<file path="config.mk">
export PLATFORM = sky130hd
export DESIGN_NAME = load_issue_top
export DESIGN_NICKNAME = d
export VERILOG_FILES = /design/src/design/ldq_pkg.sv /design/src/design/payload_ram.sv /design/src/design/dispatch_router.sv /design/src/design/load_issue_bank.sv /design/src/design/issue_stage.sv /design/src/design/load_issue_top.sv
export SDC_FILE = /design/constraint.sdc
export NUM_CORES = 1
export LEC_CHECK = 0
export BUFFER_PORTS_ARGS = -buffer_cell sky130_fd_sc_hd__buf_4
export CAP_MARGIN = 30
export CELL_PAD_IN_SITES_DETAIL_PLACEMENT = 1
export CELL_PAD_IN_SITES_GLOBAL_PLACEMENT = 2
export CORE_UTILIZATION = 45
export CTS_CLUSTER_SIZE = 30
export DETAILED_ROUTE_END_ITERATION = 16
export GPL_TIMING_DRIVEN = 0
export PLACE_DENSITY_LB_ADDON = 0.1
export SYNTH_ARGS = -nofsm -noshare
export SYNTH_HDL_FRONTEND = slang
export SYNTH_HIERARCHICAL = 1
export SYNTH_SLANG_ARGS = --single-unit
</file>
<file path="constraint.sdc">
create_clock -name clk -period 5.02 [get_ports clk]
set_input_delay 0.502 -clock clk [delete_from_list [all_inputs] [get_ports clk]]
set_output_delay 0.502 -clock clk [all_outputs]
set_load 0.02 [all_outputs]
</file>
<file path="src/design/ldq_pkg.sv">
`default_nettype none

package ldq_pkg;

    localparam int PREG_W    = 6;
    localparam int ROB_W     = 6;  // top bit is the wrap direction.
    localparam int LQ_W      = 5;
    localparam int IMM_W     = 12;
    localparam int PAYLOAD_W = IMM_W + PREG_W + ROB_W + LQ_W;

    // one dispatch port per bank, fixed by lq parity steering.
    localparam int DIS_PORTS = 2;

    // payload fields run imm, rd, rob, lq from the top.
    localparam int PL_ROB_LSB = LQ_W;

    typedef logic [PREG_W-1:0]    preg_t;
    typedef logic [ROB_W-1:0]     rob_idx_t;
    typedef logic [LQ_W-1:0]      lq_idx_t;
    typedef logic [IMM_W-1:0]     imm_t;
    typedef logic [PAYLOAD_W-1:0] payload_t;

    // true when entry sits before the redirect point in program order.
    function automatic logic is_older(input rob_idx_t entry, input rob_idx_t redir);
        return (entry[ROB_W-1] ^ redir[ROB_W-1]) ^ (redir[ROB_W-2:0] > entry[ROB_W-2:0]);
    endfunction

endpackage

`default_nettype wire

</file>
<file path="src/design/payload_ram.sv">
`default_nettype none

module payload_ram #(
    parameter int DEPTH = 8
) (
    input  logic                     clk,
    input  logic                     we_i,
    input  logic [$clog2(DEPTH)-1:0] waddr_i,
    input  ldq_pkg::payload_t        wdata_i,
    input  logic [$clog2(DEPTH)-1:0] raddr_i,
    output ldq_pkg::payload_t        rdata_o
);
    import ldq_pkg::*;

    payload_t mem_q [DEPTH];

    // one write port from dispatch, one read port toward issue.
    always_ff @(posedge clk) begin
        if (we_i) begin
            mem_q[waddr_i] <= wdata_i;
        end
        rdata_o <= mem_q[raddr_i];  // registered read.
    end

endmodule

`default_nettype wire

</file>
<file path="src/design/dispatch_router.sv">
`default_nettype none

module dispatch_router (
    input  logic              [ldq_pkg::DIS_PORTS-1:0] dis_valid_i,
    input  ldq_pkg::preg_t    [ldq_pkg::DIS_PORTS-1:0] dis_rs1_i,
    input  logic              [ldq_pkg::DIS_PORTS-1:0] dis_rs1_ready_i,
    input  ldq_pkg::preg_t    [ldq_pkg::DIS_PORTS-1:0] dis_rd_i,
    input  ldq_pkg::imm_t     [ldq_pkg::DIS_PORTS-1:0] dis_imm_i,
    input  ldq_pkg::rob_idx_t [ldq_pkg::DIS_PORTS-1:0] dis_rob_idx_i,
    input  ldq_pkg::lq_idx_t  [ldq_pkg::DIS_PORTS-1:0] dis_lq_idx_i,
    input  logic              [ldq_pkg::DIS_PORTS-1:0] bank_full_i,
    output logic                                       dis_stall_o,
    output logic              [ldq_pkg::DIS_PORTS-1:0] bank_we_o,
    output ldq_pkg::preg_t    [ldq_pkg::DIS_PORTS-1:0] bank_rs1_o,
    output logic              [ldq_pkg::DIS_PORTS-1:0] bank_rs1_ready_o,
    output ldq_pkg::payload_t [ldq_pkg::DIS_PORTS-1:0] bank_payload_o
);
    import ldq_pkg::*;

    logic stall;

    // any full bank holds the whole dispatch group.
    assign stall       = (|bank_full_i) & (|dis_valid_i);
    assign dis_stall_o = stall;

    always_comb begin
        for (int b = 0; b < DIS_PORTS; b++) begin
            bank_we_o[b]        = 1'b0;
            bank_rs1_o[b]       = '0;
            bank_rs1_ready_o[b] = 1'b0;
            bank_payload_o[b]   = '0;
            // ports of one group carry consecutive lq indexes, so one match per bank.
            for (int p = 0; p < DIS_PORTS; p++) begin
                if (dis_valid_i[p] && (dis_lq_idx_i[p][0] == 1'(b))) begin
                    bank_we_o[b]        = ~stall;
                    bank_rs1_o[b]       = dis_rs1_i[p];
                    bank_rs1_ready_o[b] = dis_rs1_ready_i[p];
                    bank_payload_o[b]   = {dis_imm_i[p], dis_rd_i[p],
                                           dis_rob_idx_i[p], dis_lq_idx_i[p]};
                end
            end
        end
    end

endmodule

`default_nettype wire

</file>
<file path="src/design/load_issue_bank.sv">
`default_nettype none

module load_issue_bank #(
    parameter int BANK_SIZE    = 8,
    parameter int WAKEUP_PORTS = 2
) (
    input  logic                                        clk,
    input  logic                                        rst,

    input  logic                                        we_i,
    input  ldq_pkg::preg_t                              rs1_i,
    input  logic                                        rs1_ready_i,
    input  ldq_pkg::payload_t                           payload_i,

    input  logic              [WAKEUP_PORTS-1:0]        wakeup_valid_i,
    input  ldq_pkg::preg_t    [WAKEUP_PORTS-1:0]        wakeup_preg_i,

    input  logic                                        success_i,
    input  logic              [$clog2(BANK_SIZE)-1:0]   success_slot_i,
    input  logic                                        replay_i,
    input  logic              [$clog2(BANK_SIZE)-1:0]   replay_slot_i,

    input  logic                                        redirect_i,
    input  ldq_pkg::rob_idx_t                           redirect_rob_i,

    output logic                                        full_o,
    output logic              [$clog2(BANK_SIZE):0]     occupancy_o,
    output logic                                        sel_valid_o,
    output logic              [$clog2(BANK_SIZE)-1:0]   sel_slot_o,
    output ldq_pkg::rob_idx_t                           sel_rob_o,
    output ldq_pkg::payload_t                           rd_payload_o
);
    import ldq_pkg::*;

    localparam int SLOT_W = $clog2(BANK_SIZE);
    localparam int OCC_W  = SLOT_W + 1;

    logic     [BANK_SIZE-1:0] valid_q;
    logic     [BANK_SIZE-1:0] issued_q;
    logic     [BANK_SIZE-1:0] rdy_q;
    preg_t                    rs1_q [BANK_SIZE];
    rob_idx_t                 rob_q [BANK_SIZE];

    logic     [BANK_SIZE-1:0] cand;
    logic     [BANK_SIZE-1:0] wake_hit;
    logic     [BANK_SIZE-1:0] alloc_oh;
    logic     [BANK_SIZE-1:0] sel_oh;
    logic     [BANK_SIZE-1:0] replay_oh;
    logic     [BANK_SIZE-1:0] done;
    logic     [BANK_SIZE-1:0] kill;
    logic     [BANK_SIZE-1:0] gone;
    logic     [SLOT_W-1:0]    free_slot;
    logic     [SLOT_W-1:0]    sel_slot;
    logic     [SLOT_W-1:0]    rd_addr_q;
    logic     [OCC_W-1:0]     occ_q;
    logic     [OCC_W-1:0]     gone_cnt;
    logic                     alloc;
    logic                     sel_fire;
    logic                     new_hit;

    // ******************************************************************
    // allocate and select, lowest slot first
    // ******************************************************************
    assign alloc = we_i & ~redirect_i;  // group is younger than any redirect.
    assign cand  = valid_q & rdy_q & ~issued_q;

    always_comb begin
        free_slot = '0;
        sel_slot  = '0;
        for (int i = BANK_SIZE - 1; i >= 0; i--) begin
            if (!valid_q[i]) begin
                free_slot = SLOT_W'(i);
            end
            if (cand[i]) begin
                sel_slot = SLOT_W'(i);
            end
        end
    end

    assign sel_fire = (|cand) & ~redirect_i;

    // wakeup also matches the entry being written.
    always_comb begin
        wake_hit = '0;
        new_hit  = 1'b0;
        for (int w = 0; w < WAKEUP_PORTS; w++) begin
            for (int i = 0; i < BANK_SIZE; i++) begin
                if (wakeup_valid_i[w] && (wakeup_preg_i[w] == rs1_q[i])) begin
                    wake_hit[i] = 1'b1;
                end
            end
            if (wakeup_valid_i[w] && (wakeup_preg_i[w] == rs1_i)) begin
                new_hit = 1'b1;
            end
        end
    end

    always_comb begin
        gone_cnt = '0;
        for (int i = 0; i < BANK_SIZE; i++) begin
            alloc_oh[i]  = alloc && (free_slot == SLOT_W'(i));
            sel_oh[i]    = sel_fire && (sel_slot == SLOT_W'(i));
            replay_oh[i] = replay_i && (replay_slot_i == SLOT_W'(i));
            done[i]      = success_i && (success_slot_i == SLOT_W'(i)) && valid_q[i];
            kill[i]      = redirect_i && valid_q[i] && !is_older(rob_q[i], redirect_rob_i);
            gone[i]      = done[i] | kill[i];
            gone_cnt     = gone_cnt + OCC_W'(gone[i]);
        end
    end

    // ******************************************************************
    // entry state
    // ******************************************************************
    always_ff @(posedge clk or posedge rst) begin
        if (rst) begin
            valid_q  <= '0;
            issued_q <= '0;
            rdy_q    <= '0;
            occ_q    <= '0;
        end else begin
            valid_q  <= (valid_q & ~gone) | alloc_oh;
            issued_q <= (issued_q | sel_oh) & ~replay_oh & ~alloc_oh;  // replay reopens select.
            rdy_q    <= ((rdy_q | wake_hit) & ~alloc_oh) |
                        (alloc_oh & {BANK_SIZE{rs1_ready_i | new_hit}});
            occ_q    <= occ_q + OCC_W'(alloc) - gone_cnt;
        end
    end

    always_ff @(posedge clk) begin
        if (alloc) begin
            rs1_q[free_slot] <= rs1_i;
            rob_q[free_slot] <= payload_i[PL_ROB_LSB +: $bits(rob_idx_t)];
        end
        rd_addr_q <= sel_slot;  // read address taken at the select edge.
    end

    payload_ram #(
        .DEPTH (BANK_SIZE)
    ) i_payload_ram (
        .clk     (clk),
        .we_i    (alloc),
        .waddr_i (free_slot),
        .wdata_i (payload_i),
        .raddr_i (rd_addr_q),
        .rdata_o (rd_payload_o)
    );

    assign full_o      = &valid_q;
    assign occupancy_o = occ_q;
    assign sel_valid_o = sel_fire;
    assign sel_slot_o  = sel_slot;
    assign sel_rob_o   = rob_q[sel_slot];

endmodule

`default_nettype wire

</file>
<file path="src/design/issue_stage.sv">
`default_nettype none

module issue_stage #(
    parameter int BANK_SIZE = 8
) (
    input  logic                               clk,
    input  logic                               rst,
    input  logic                               sel_valid_i,
    input  logic [$clog2(BANK_SIZE)-1:0]       sel_slot_i,
    input  ldq_pkg::rob_idx_t                  sel_rob_i,
    input  ldq_pkg::payload_t                  payload_i,
    input  logic                               redirect_i,
    input  ldq_pkg::rob_idx_t                  redirect_rob_i,
    output logic                               issue_valid_o,
    output logic [$clog2(BANK_SIZE)-1:0]       issue_slot_o,
    output ldq_pkg::payload_t                  issue_payload_o
);
    import ldq_pkg::*;

    localparam int SLOT_W = $clog2(BANK_SIZE);

    logic              v1_q;
    logic              v2_q;
    logic [SLOT_W-1:0] slot1_q;
    logic [SLOT_W-1:0] slot2_q;
    rob_idx_t          rob1_q;
    logic              kill0;
    logic              kill1;

    // younger issues die at either stage.
    assign kill0 = redirect_i & ~is_older(sel_rob_i, redirect_rob_i);
    assign kill1 = redirect_i & ~is_older(rob1_q, redirect_rob_i);

    always_ff @(posedge clk or posedge rst) begin
        if (rst) begin
            v1_q <= 1'b0;
            v2_q <= 1'b0;
        end else begin
            v1_q <= sel_valid_i & ~kill0;
            v2_q <= v1_q & ~kill1;
        end
    end

    always_ff @(posedge clk) begin
        slot1_q <= sel_slot_i;
        rob1_q  <= sel_rob_i;
        slot2_q <= slot1_q;
    end

    assign issue_valid_o   = v2_q;
    assign issue_slot_o    = slot2_q;
    assign issue_payload_o = payload_i;  // ram data lands with stage two.

endmodule

`default_nettype wire

</file>
<file path="src/design/load_issue_top.sv">
`default_nettype none

module load_issue_top #(
    parameter int BANK_SIZE    = 8,
    parameter int WAKEUP_PORTS = 2
) (
    input  logic                                                   clk,
    input  logic                                                   rst,

    input  logic                    [ldq_pkg::DIS_PORTS-1:0]       dis_valid_i,
    input  ldq_pkg::preg_t          [ldq_pkg::DIS_PORTS-1:0]       dis_rs1_i,
    input  logic                    [ldq_pkg::DIS_PORTS-1:0]       dis_rs1_ready_i,
    input  ldq_pkg::preg_t          [ldq_pkg::DIS_PORTS-1:0]       dis_rd_i,
    input  ldq_pkg::imm_t           [ldq_pkg::DIS_PORTS-1:0]       dis_imm_i,
    input  ldq_pkg::rob_idx_t       [ldq_pkg::DIS_PORTS-1:0]       dis_rob_idx_i,
    input  ldq_pkg::lq_idx_t        [ldq_pkg::DIS_PORTS-1:0]       dis_lq_idx_i,
    output logic                                                   dis_stall_o,

    input  logic                    [WAKEUP_PORTS-1:0]             wakeup_valid_i,
    input  ldq_pkg::preg_t          [WAKEUP_PORTS-1:0]             wakeup_preg_i,

    input  logic                    [ldq_pkg::DIS_PORTS-1:0]       success_i,
    input  logic [ldq_pkg::DIS_PORTS-1:0][$clog2(BANK_SIZE)-1:0]   success_slot_i,
    input  logic                    [ldq_pkg::DIS_PORTS-1:0]       replay_i,
    input  logic [ldq_pkg::DIS_PORTS-1:0][$clog2(BANK_SIZE)-1:0]   replay_slot_i,

    input  logic                                                   redirect_i,
    input  ldq_pkg::rob_idx_t                                      redirect_rob_i,

    output logic                    [ldq_pkg::DIS_PORTS-1:0]       issue_valid_o,
    output logic [ldq_pkg::DIS_PORTS-1:0][$clog2(BANK_SIZE)-1:0]   issue_slot_o,
    output ldq_pkg::payload_t       [ldq_pkg::DIS_PORTS-1:0]       issue_payload_o,
    output logic [ldq_pkg::DIS_PORTS-1:0][$clog2(BANK_SIZE):0]     occupancy_o
);
    import ldq_pkg::*;

    localparam int SLOT_W = $clog2(BANK_SIZE);

    logic     [DIS_PORTS-1:0]             bank_full;
    logic     [DIS_PORTS-1:0]             bank_we;
    preg_t    [DIS_PORTS-1:0]             bank_rs1;
    logic     [DIS_PORTS-1:0]             bank_rs1_ready;
    payload_t [DIS_PORTS-1:0]             bank_payload;
    logic     [DIS_PORTS-1:0]             sel_valid;
    logic     [DIS_PORTS-1:0][SLOT_W-1:0] sel_slot;
    rob_idx_t [DIS_PORTS-1:0]             sel_rob;
    payload_t [DIS_PORTS-1:0]             rd_payload;

    dispatch_router i_dispatch_router (
        .dis_valid_i      (dis_valid_i),
        .dis_rs1_i        (dis_rs1_i),
        .dis_rs1_ready_i  (dis_rs1_ready_i),
        .dis_rd_i         (dis_rd_i),
        .dis_imm_i        (dis_imm_i),
        .dis_rob_idx_i    (dis_rob_idx_i),
        .dis_lq_idx_i     (dis_lq_idx_i),
        .bank_full_i      (bank_full),
        .dis_stall_o      (dis_stall_o),
        .bank_we_o        (bank_we),
        .bank_rs1_o       (bank_rs1),
        .bank_rs1_ready_o (bank_rs1_ready),
        .bank_payload_o   (bank_payload)
    );

    // ******************************************************************
    // per-bank select and issue
    // ******************************************************************
    for (genvar b = 0; b < DIS_PORTS; b++) begin : g_bank
        load_issue_bank #(
            .BANK_SIZE    (BANK_SIZE),
            .WAKEUP_PORTS (WAKEUP_PORTS)
        ) i_load_issue_bank (
            .clk            (clk),
            .rst            (rst),
            .we_i           (bank_we[b]),
            .rs1_i          (bank_rs1[b]),
            .rs1_ready_i    (bank_rs1_ready[b]),
            .payload_i      (bank_payload[b]),
            .wakeup_valid_i (wakeup_valid_i),
            .wakeup_preg_i  (wakeup_preg_i),
            .success_i      (success_i[b]),
            .success_slot_i (success_slot_i[b]),
            .replay_i       (replay_i[b]),
            .replay_slot_i  (replay_slot_i[b]),
            .redirect_i     (redirect_i),
            .redirect_rob_i (redirect_rob_i),
            .full_o         (bank_full[b]),
            .occupancy_o    (occupancy_o[b]),
            .sel_valid_o    (sel_valid[b]),
            .sel_slot_o     (sel_slot[b]),
            .sel_rob_o      (sel_rob[b]),
            .rd_payload_o   (rd_payload[b])
        );

        issue_stage #(
            .BANK_SIZE (BANK_SIZE)
        ) i_issue_stage (
            .clk             (clk),
            .rst             (rst),
            .sel_valid_i     (sel_valid[b]),
            .sel_slot_i      (sel_slot[b]),
            .sel_rob_i       (sel_rob[b]),
            .payload_i       (rd_payload[b]),
            .redirect_i      (redirect_i),
            .redirect_rob_i  (redirect_rob_i),
            .issue_valid_o   (issue_valid_o[b]),
            .issue_slot_o    (issue_slot_o[b]),
            .issue_payload_o (issue_payload_o[b])
        );
    end

endmodule

`default_nettype wire

</file>
==> impl_metrics.ini <==
[run]
maxCapViolations = 0

[drt]
viasPerCell = 5.81
via_count = 23700
ant_nets = 0
drc = 0
wl_um = 111000
drtIter0Drc = 1592
wl_per_cell_um = 27.2
first_pass_iters = 6

[global_routing]
grt_max_degree = 29
antenna_found_initial = 14
grt_pass1_vias = 25400
grt_pass1_wl_um = 164000
grtUsageTotal_pct = 26.2
overflow = 0

[floorplan]
die_w_um = 292
die_h_um = 292
die_area_um2 = 85300
boundaryPins = 188
coreArea_um2 = 83400
start_util_pct = 45.4
rows = 106

[worst_setup_path]
crit_fanout = 4
endpoint_kind = register
crit_type = reg2reg
cp.arrival_ns = 5.26
start_kind = register
cp.required_ns = 5.56

[cts]
cts_htree_levels = 3
post_cts_resize_count = 0
tritoncts = done
clockRootBuffer = clkbuf_16
insertion_delay_ns = 0.66
clkTransAtPathRegs_ns = 0.06
cts_num_sinks = 804
cts_setup_buffers = 0
clockBufferDepth = 3
cts_made_buffers = 87

[sta]
final.setup_skew_ns = 0.0423
max_slew_margin_pct = 29.1
worstMarginPinSlew_ns = 1.06
fin_crit_ns = 4.73
fin_crit_sh_pct = 94.2
hold_slack_ns = 0.0769
setup_violations = 0
finalHoldViolCount = 0
rsz0062_at_grt = no
worst_slack_ns = 0.293
max_clock_freq_ghz = 0.212
maxSlewViolCount = 0

[place]
dpl_worst_slack_ns = -0.306
place_congestion = 0.840
io_buffer_count = 172
dp_hpwl_um = 79800
placed_cell_area_um2 = 41500

[power]
p_leak_nw = 16.1
p_switching_w = 0.00620
sw_frac_of_total_pct = 30.3
seqPwrFrac_pct = 40.8
pwr-share-clk_pct = 31.4
powerDensity_nw_per_um2 = 460
p_int_w = 0.0142
ir_drop_mv = 0.319
totalPowerFinal_w = 0.0204
combPwrFrac_pct = 27.8

[synthesis]
yosysTopAreaCell = edfxtp_1
synth_nets = 2841
yosysWarnings = 6
synth_area_leaders = edfxtp_1, mux4_2, dfxtp_1
synth_cell_type_count = 83
synth_most_common_cell = edfxtp_1
ys_seq_area_share_pct = 60.6
syn_inst = 2602
synth.avg_cell_area_um2 = 14.6
synth_top_area_share_pct = 52.0
synth_common_cells = edfxtp_1, nand3_1, xnor2_1
syn_area_um2 = 37900
ys_async_sr_fraction_pct = 7.46
synth_edf_count = 656
ys_ff_latch = 804
synth_ff_type = edfxtp_1

[cells_and_area]
area_delta_synth_final_pct = 17.3
final_area_um2 = 44400
layout.nets = 3151
drive_gt1_share_pct = 25.5
fillCellCount = 8033

[hold_path]
hold_path.class = in2reg

[status]
status = finished clean
## worst paths after layout
path	slack, ns	depth (start not counted)	start	end
max reg2reg	0.29	18	g_bank[0].i_load_issue_bank/rob_q[5][1]$_DFFE_PP_	g_bank[0].i_load_issue_bank/occupancy_o[3]$_DFF_PP0_
min reg2reg	0.32	0	g_bank[0].i_issue_stage/slot1_q[1]$_DFF_P_	g_bank[0].i_issue_stage/issue_slot_o[1]$_DFF_P_
max	0.29	18	g_bank[0].i_load_issue_bank/rob_q[5][1]$_DFFE_PP_	g_bank[0].i_load_issue_bank/occupancy_o[3]$_DFF_PP0_
min in group asynchronous	0.32	3	rst	g_bank[1].i_issue_stage/issue_valid_o$_DFF_PP0_
max in group asynchronous	3.82	4	rst	g_bank[1].i_load_issue_bank/occupancy_o[3]$_DFF_PP0_
min	0.08	2	replay_i[0]	g_bank[0].i_load_issue_bank/issued_q[1]$_DFF_PP0_
## flip-flops by register name, indices dropped and copies added (netlist names)
| name | cells |
|---|---|
| g_bank.i_load_issue_bank/rd_addr_q | 6 |
| g_bank.i_issue_stage/v1_q | 2 |
| g_bank.i_load_issue_bank/issued_q | 16 |
| g_bank.i_load_issue_bank/i_payload_ram/mem_q | 464 |
| g_bank.i_load_issue_bank/rob_q | 96 |
| g_bank.i_issue_stage/slot1_q | 6 |
| g_bank.i_load_issue_bank/rs1_q | 96 |
| g_bank.i_load_issue_bank/rdy_q | 16 |
| g_bank.i_load_issue_bank/valid_q | 16 |
| g_bank.i_load_issue_bank/i_payload_ram/rdata_o | 58 |
| g_bank.i_issue_stage/issue_slot_o | 6 |
| g_bank.i_issue_stage/rob1_q | 12 |
| g_bank.i_issue_stage/issue_valid_o | 2 |
| g_bank.i_load_issue_bank/occupancy_o | 8 |
## final cells by class
type,count,area (µm²),share of cell area [%]
Timing Repair Buffer,221,2040,4.59
Tap cell,1080,1350,3.04
Buffer,193,1290,2.91
Sequential cell,804,23000,51.7
Multi-Input combinational cell,1483,13400,30.1
Clock inverter,31,409,0.921
Antenna cell,12,30.0,0.0676
Inverter,122,458,1.03
Clock buffer,133,2500,5.63
## cells in the final DEF (no fill, tap or decap), drive strengths merged, types with 88 or more instances in the layout
cell	n
edfxtp	656
ha	114
dfxtp	88
nand3	146
xnor2	131
buf	379
mux4	116
inv	123
xor2	126
clkbuf	167
## power by group through the flow
stage,registers (W),clock network (W),logic (W)
5_1_grt,0.00840,0.00676,0.00613
2_1_floorplan,0.00840,0,0.00370
3_3_place_gp,0.00847,0,0.00536
4_1_cts,0.00835,0.00654,0.00573
6_report,0.00834,0.00642,0.00568
3_5_place_dp,0.00848,0,0.00569
## repair_timing
action / in CTS / in global routing
setup endpoints to repair: 0 / 0
hold endpoints to repair: 4 / 0
hold buffers: 1 / 0
## critical path, stage by stage, from the launching register on
cell and delay [ns]:
edfxtp_1 0.38, inv_1 0.08, ha_1 0.23, nor2b_1 0.14
o21a_1 0.16, o21ai_0 0.18, a221o_1 0.34, nand4_1 0.13
o221a_2 0.21, fa_1 0.43, fa_1 0.51, inv_1 0.05
fa_1 0.42, fa_1 0.53, inv_1 0.04, ha_1 0.28
ha_1 0.21, xor2_1 0.16, xnor2_1 0.13
## routing by layer
| layer | share of wire, % | wire, µm | track usage [%] |
|---|---|---|---|
| met1 | 44 | 48300 | 35.6 |
| met2 | 48 | 53500 | 43.2 |
| met3 | 5.7 | 6310 | 4.51 |
| met4 | 2.5 | 2760 | 7.32 |
| met5 | 0.067 | 74 | 0 |
## cell families (layout without fill, tap and decap cells)
logic type                 Yosys count  in the layout  synth area share (%)
AOI/OAI and AO/OA                  315            315                  5.99
xor gates and xnor gates           257            257                  5.94
adders and majority gates          126            126                  4.40
buffers and inverters              315            700                  4.63
DFF                                804            804                  60.6
muxes                              202            202                  9.85
other                                1             13               0.00990
and+or+nand+nor                    582            582                  8.56
## stage by stage
| step | util [%] | setup TNS, ns | cells |
|---|---|---|---|
| finish | 53.3 | 0 | 4079 |
| global route | 53.3 | 0 | 4074 |
| CTS | 53.2 | 0 | 4066 |
| detailed placement | 49.7 | -0.407 | 3901 |
| global placement | 48.6 | -329.15 | 3854 |
| floorplan | - | 0 | 2602 |
Note: power is estimated with default switching activity, not from simulation.
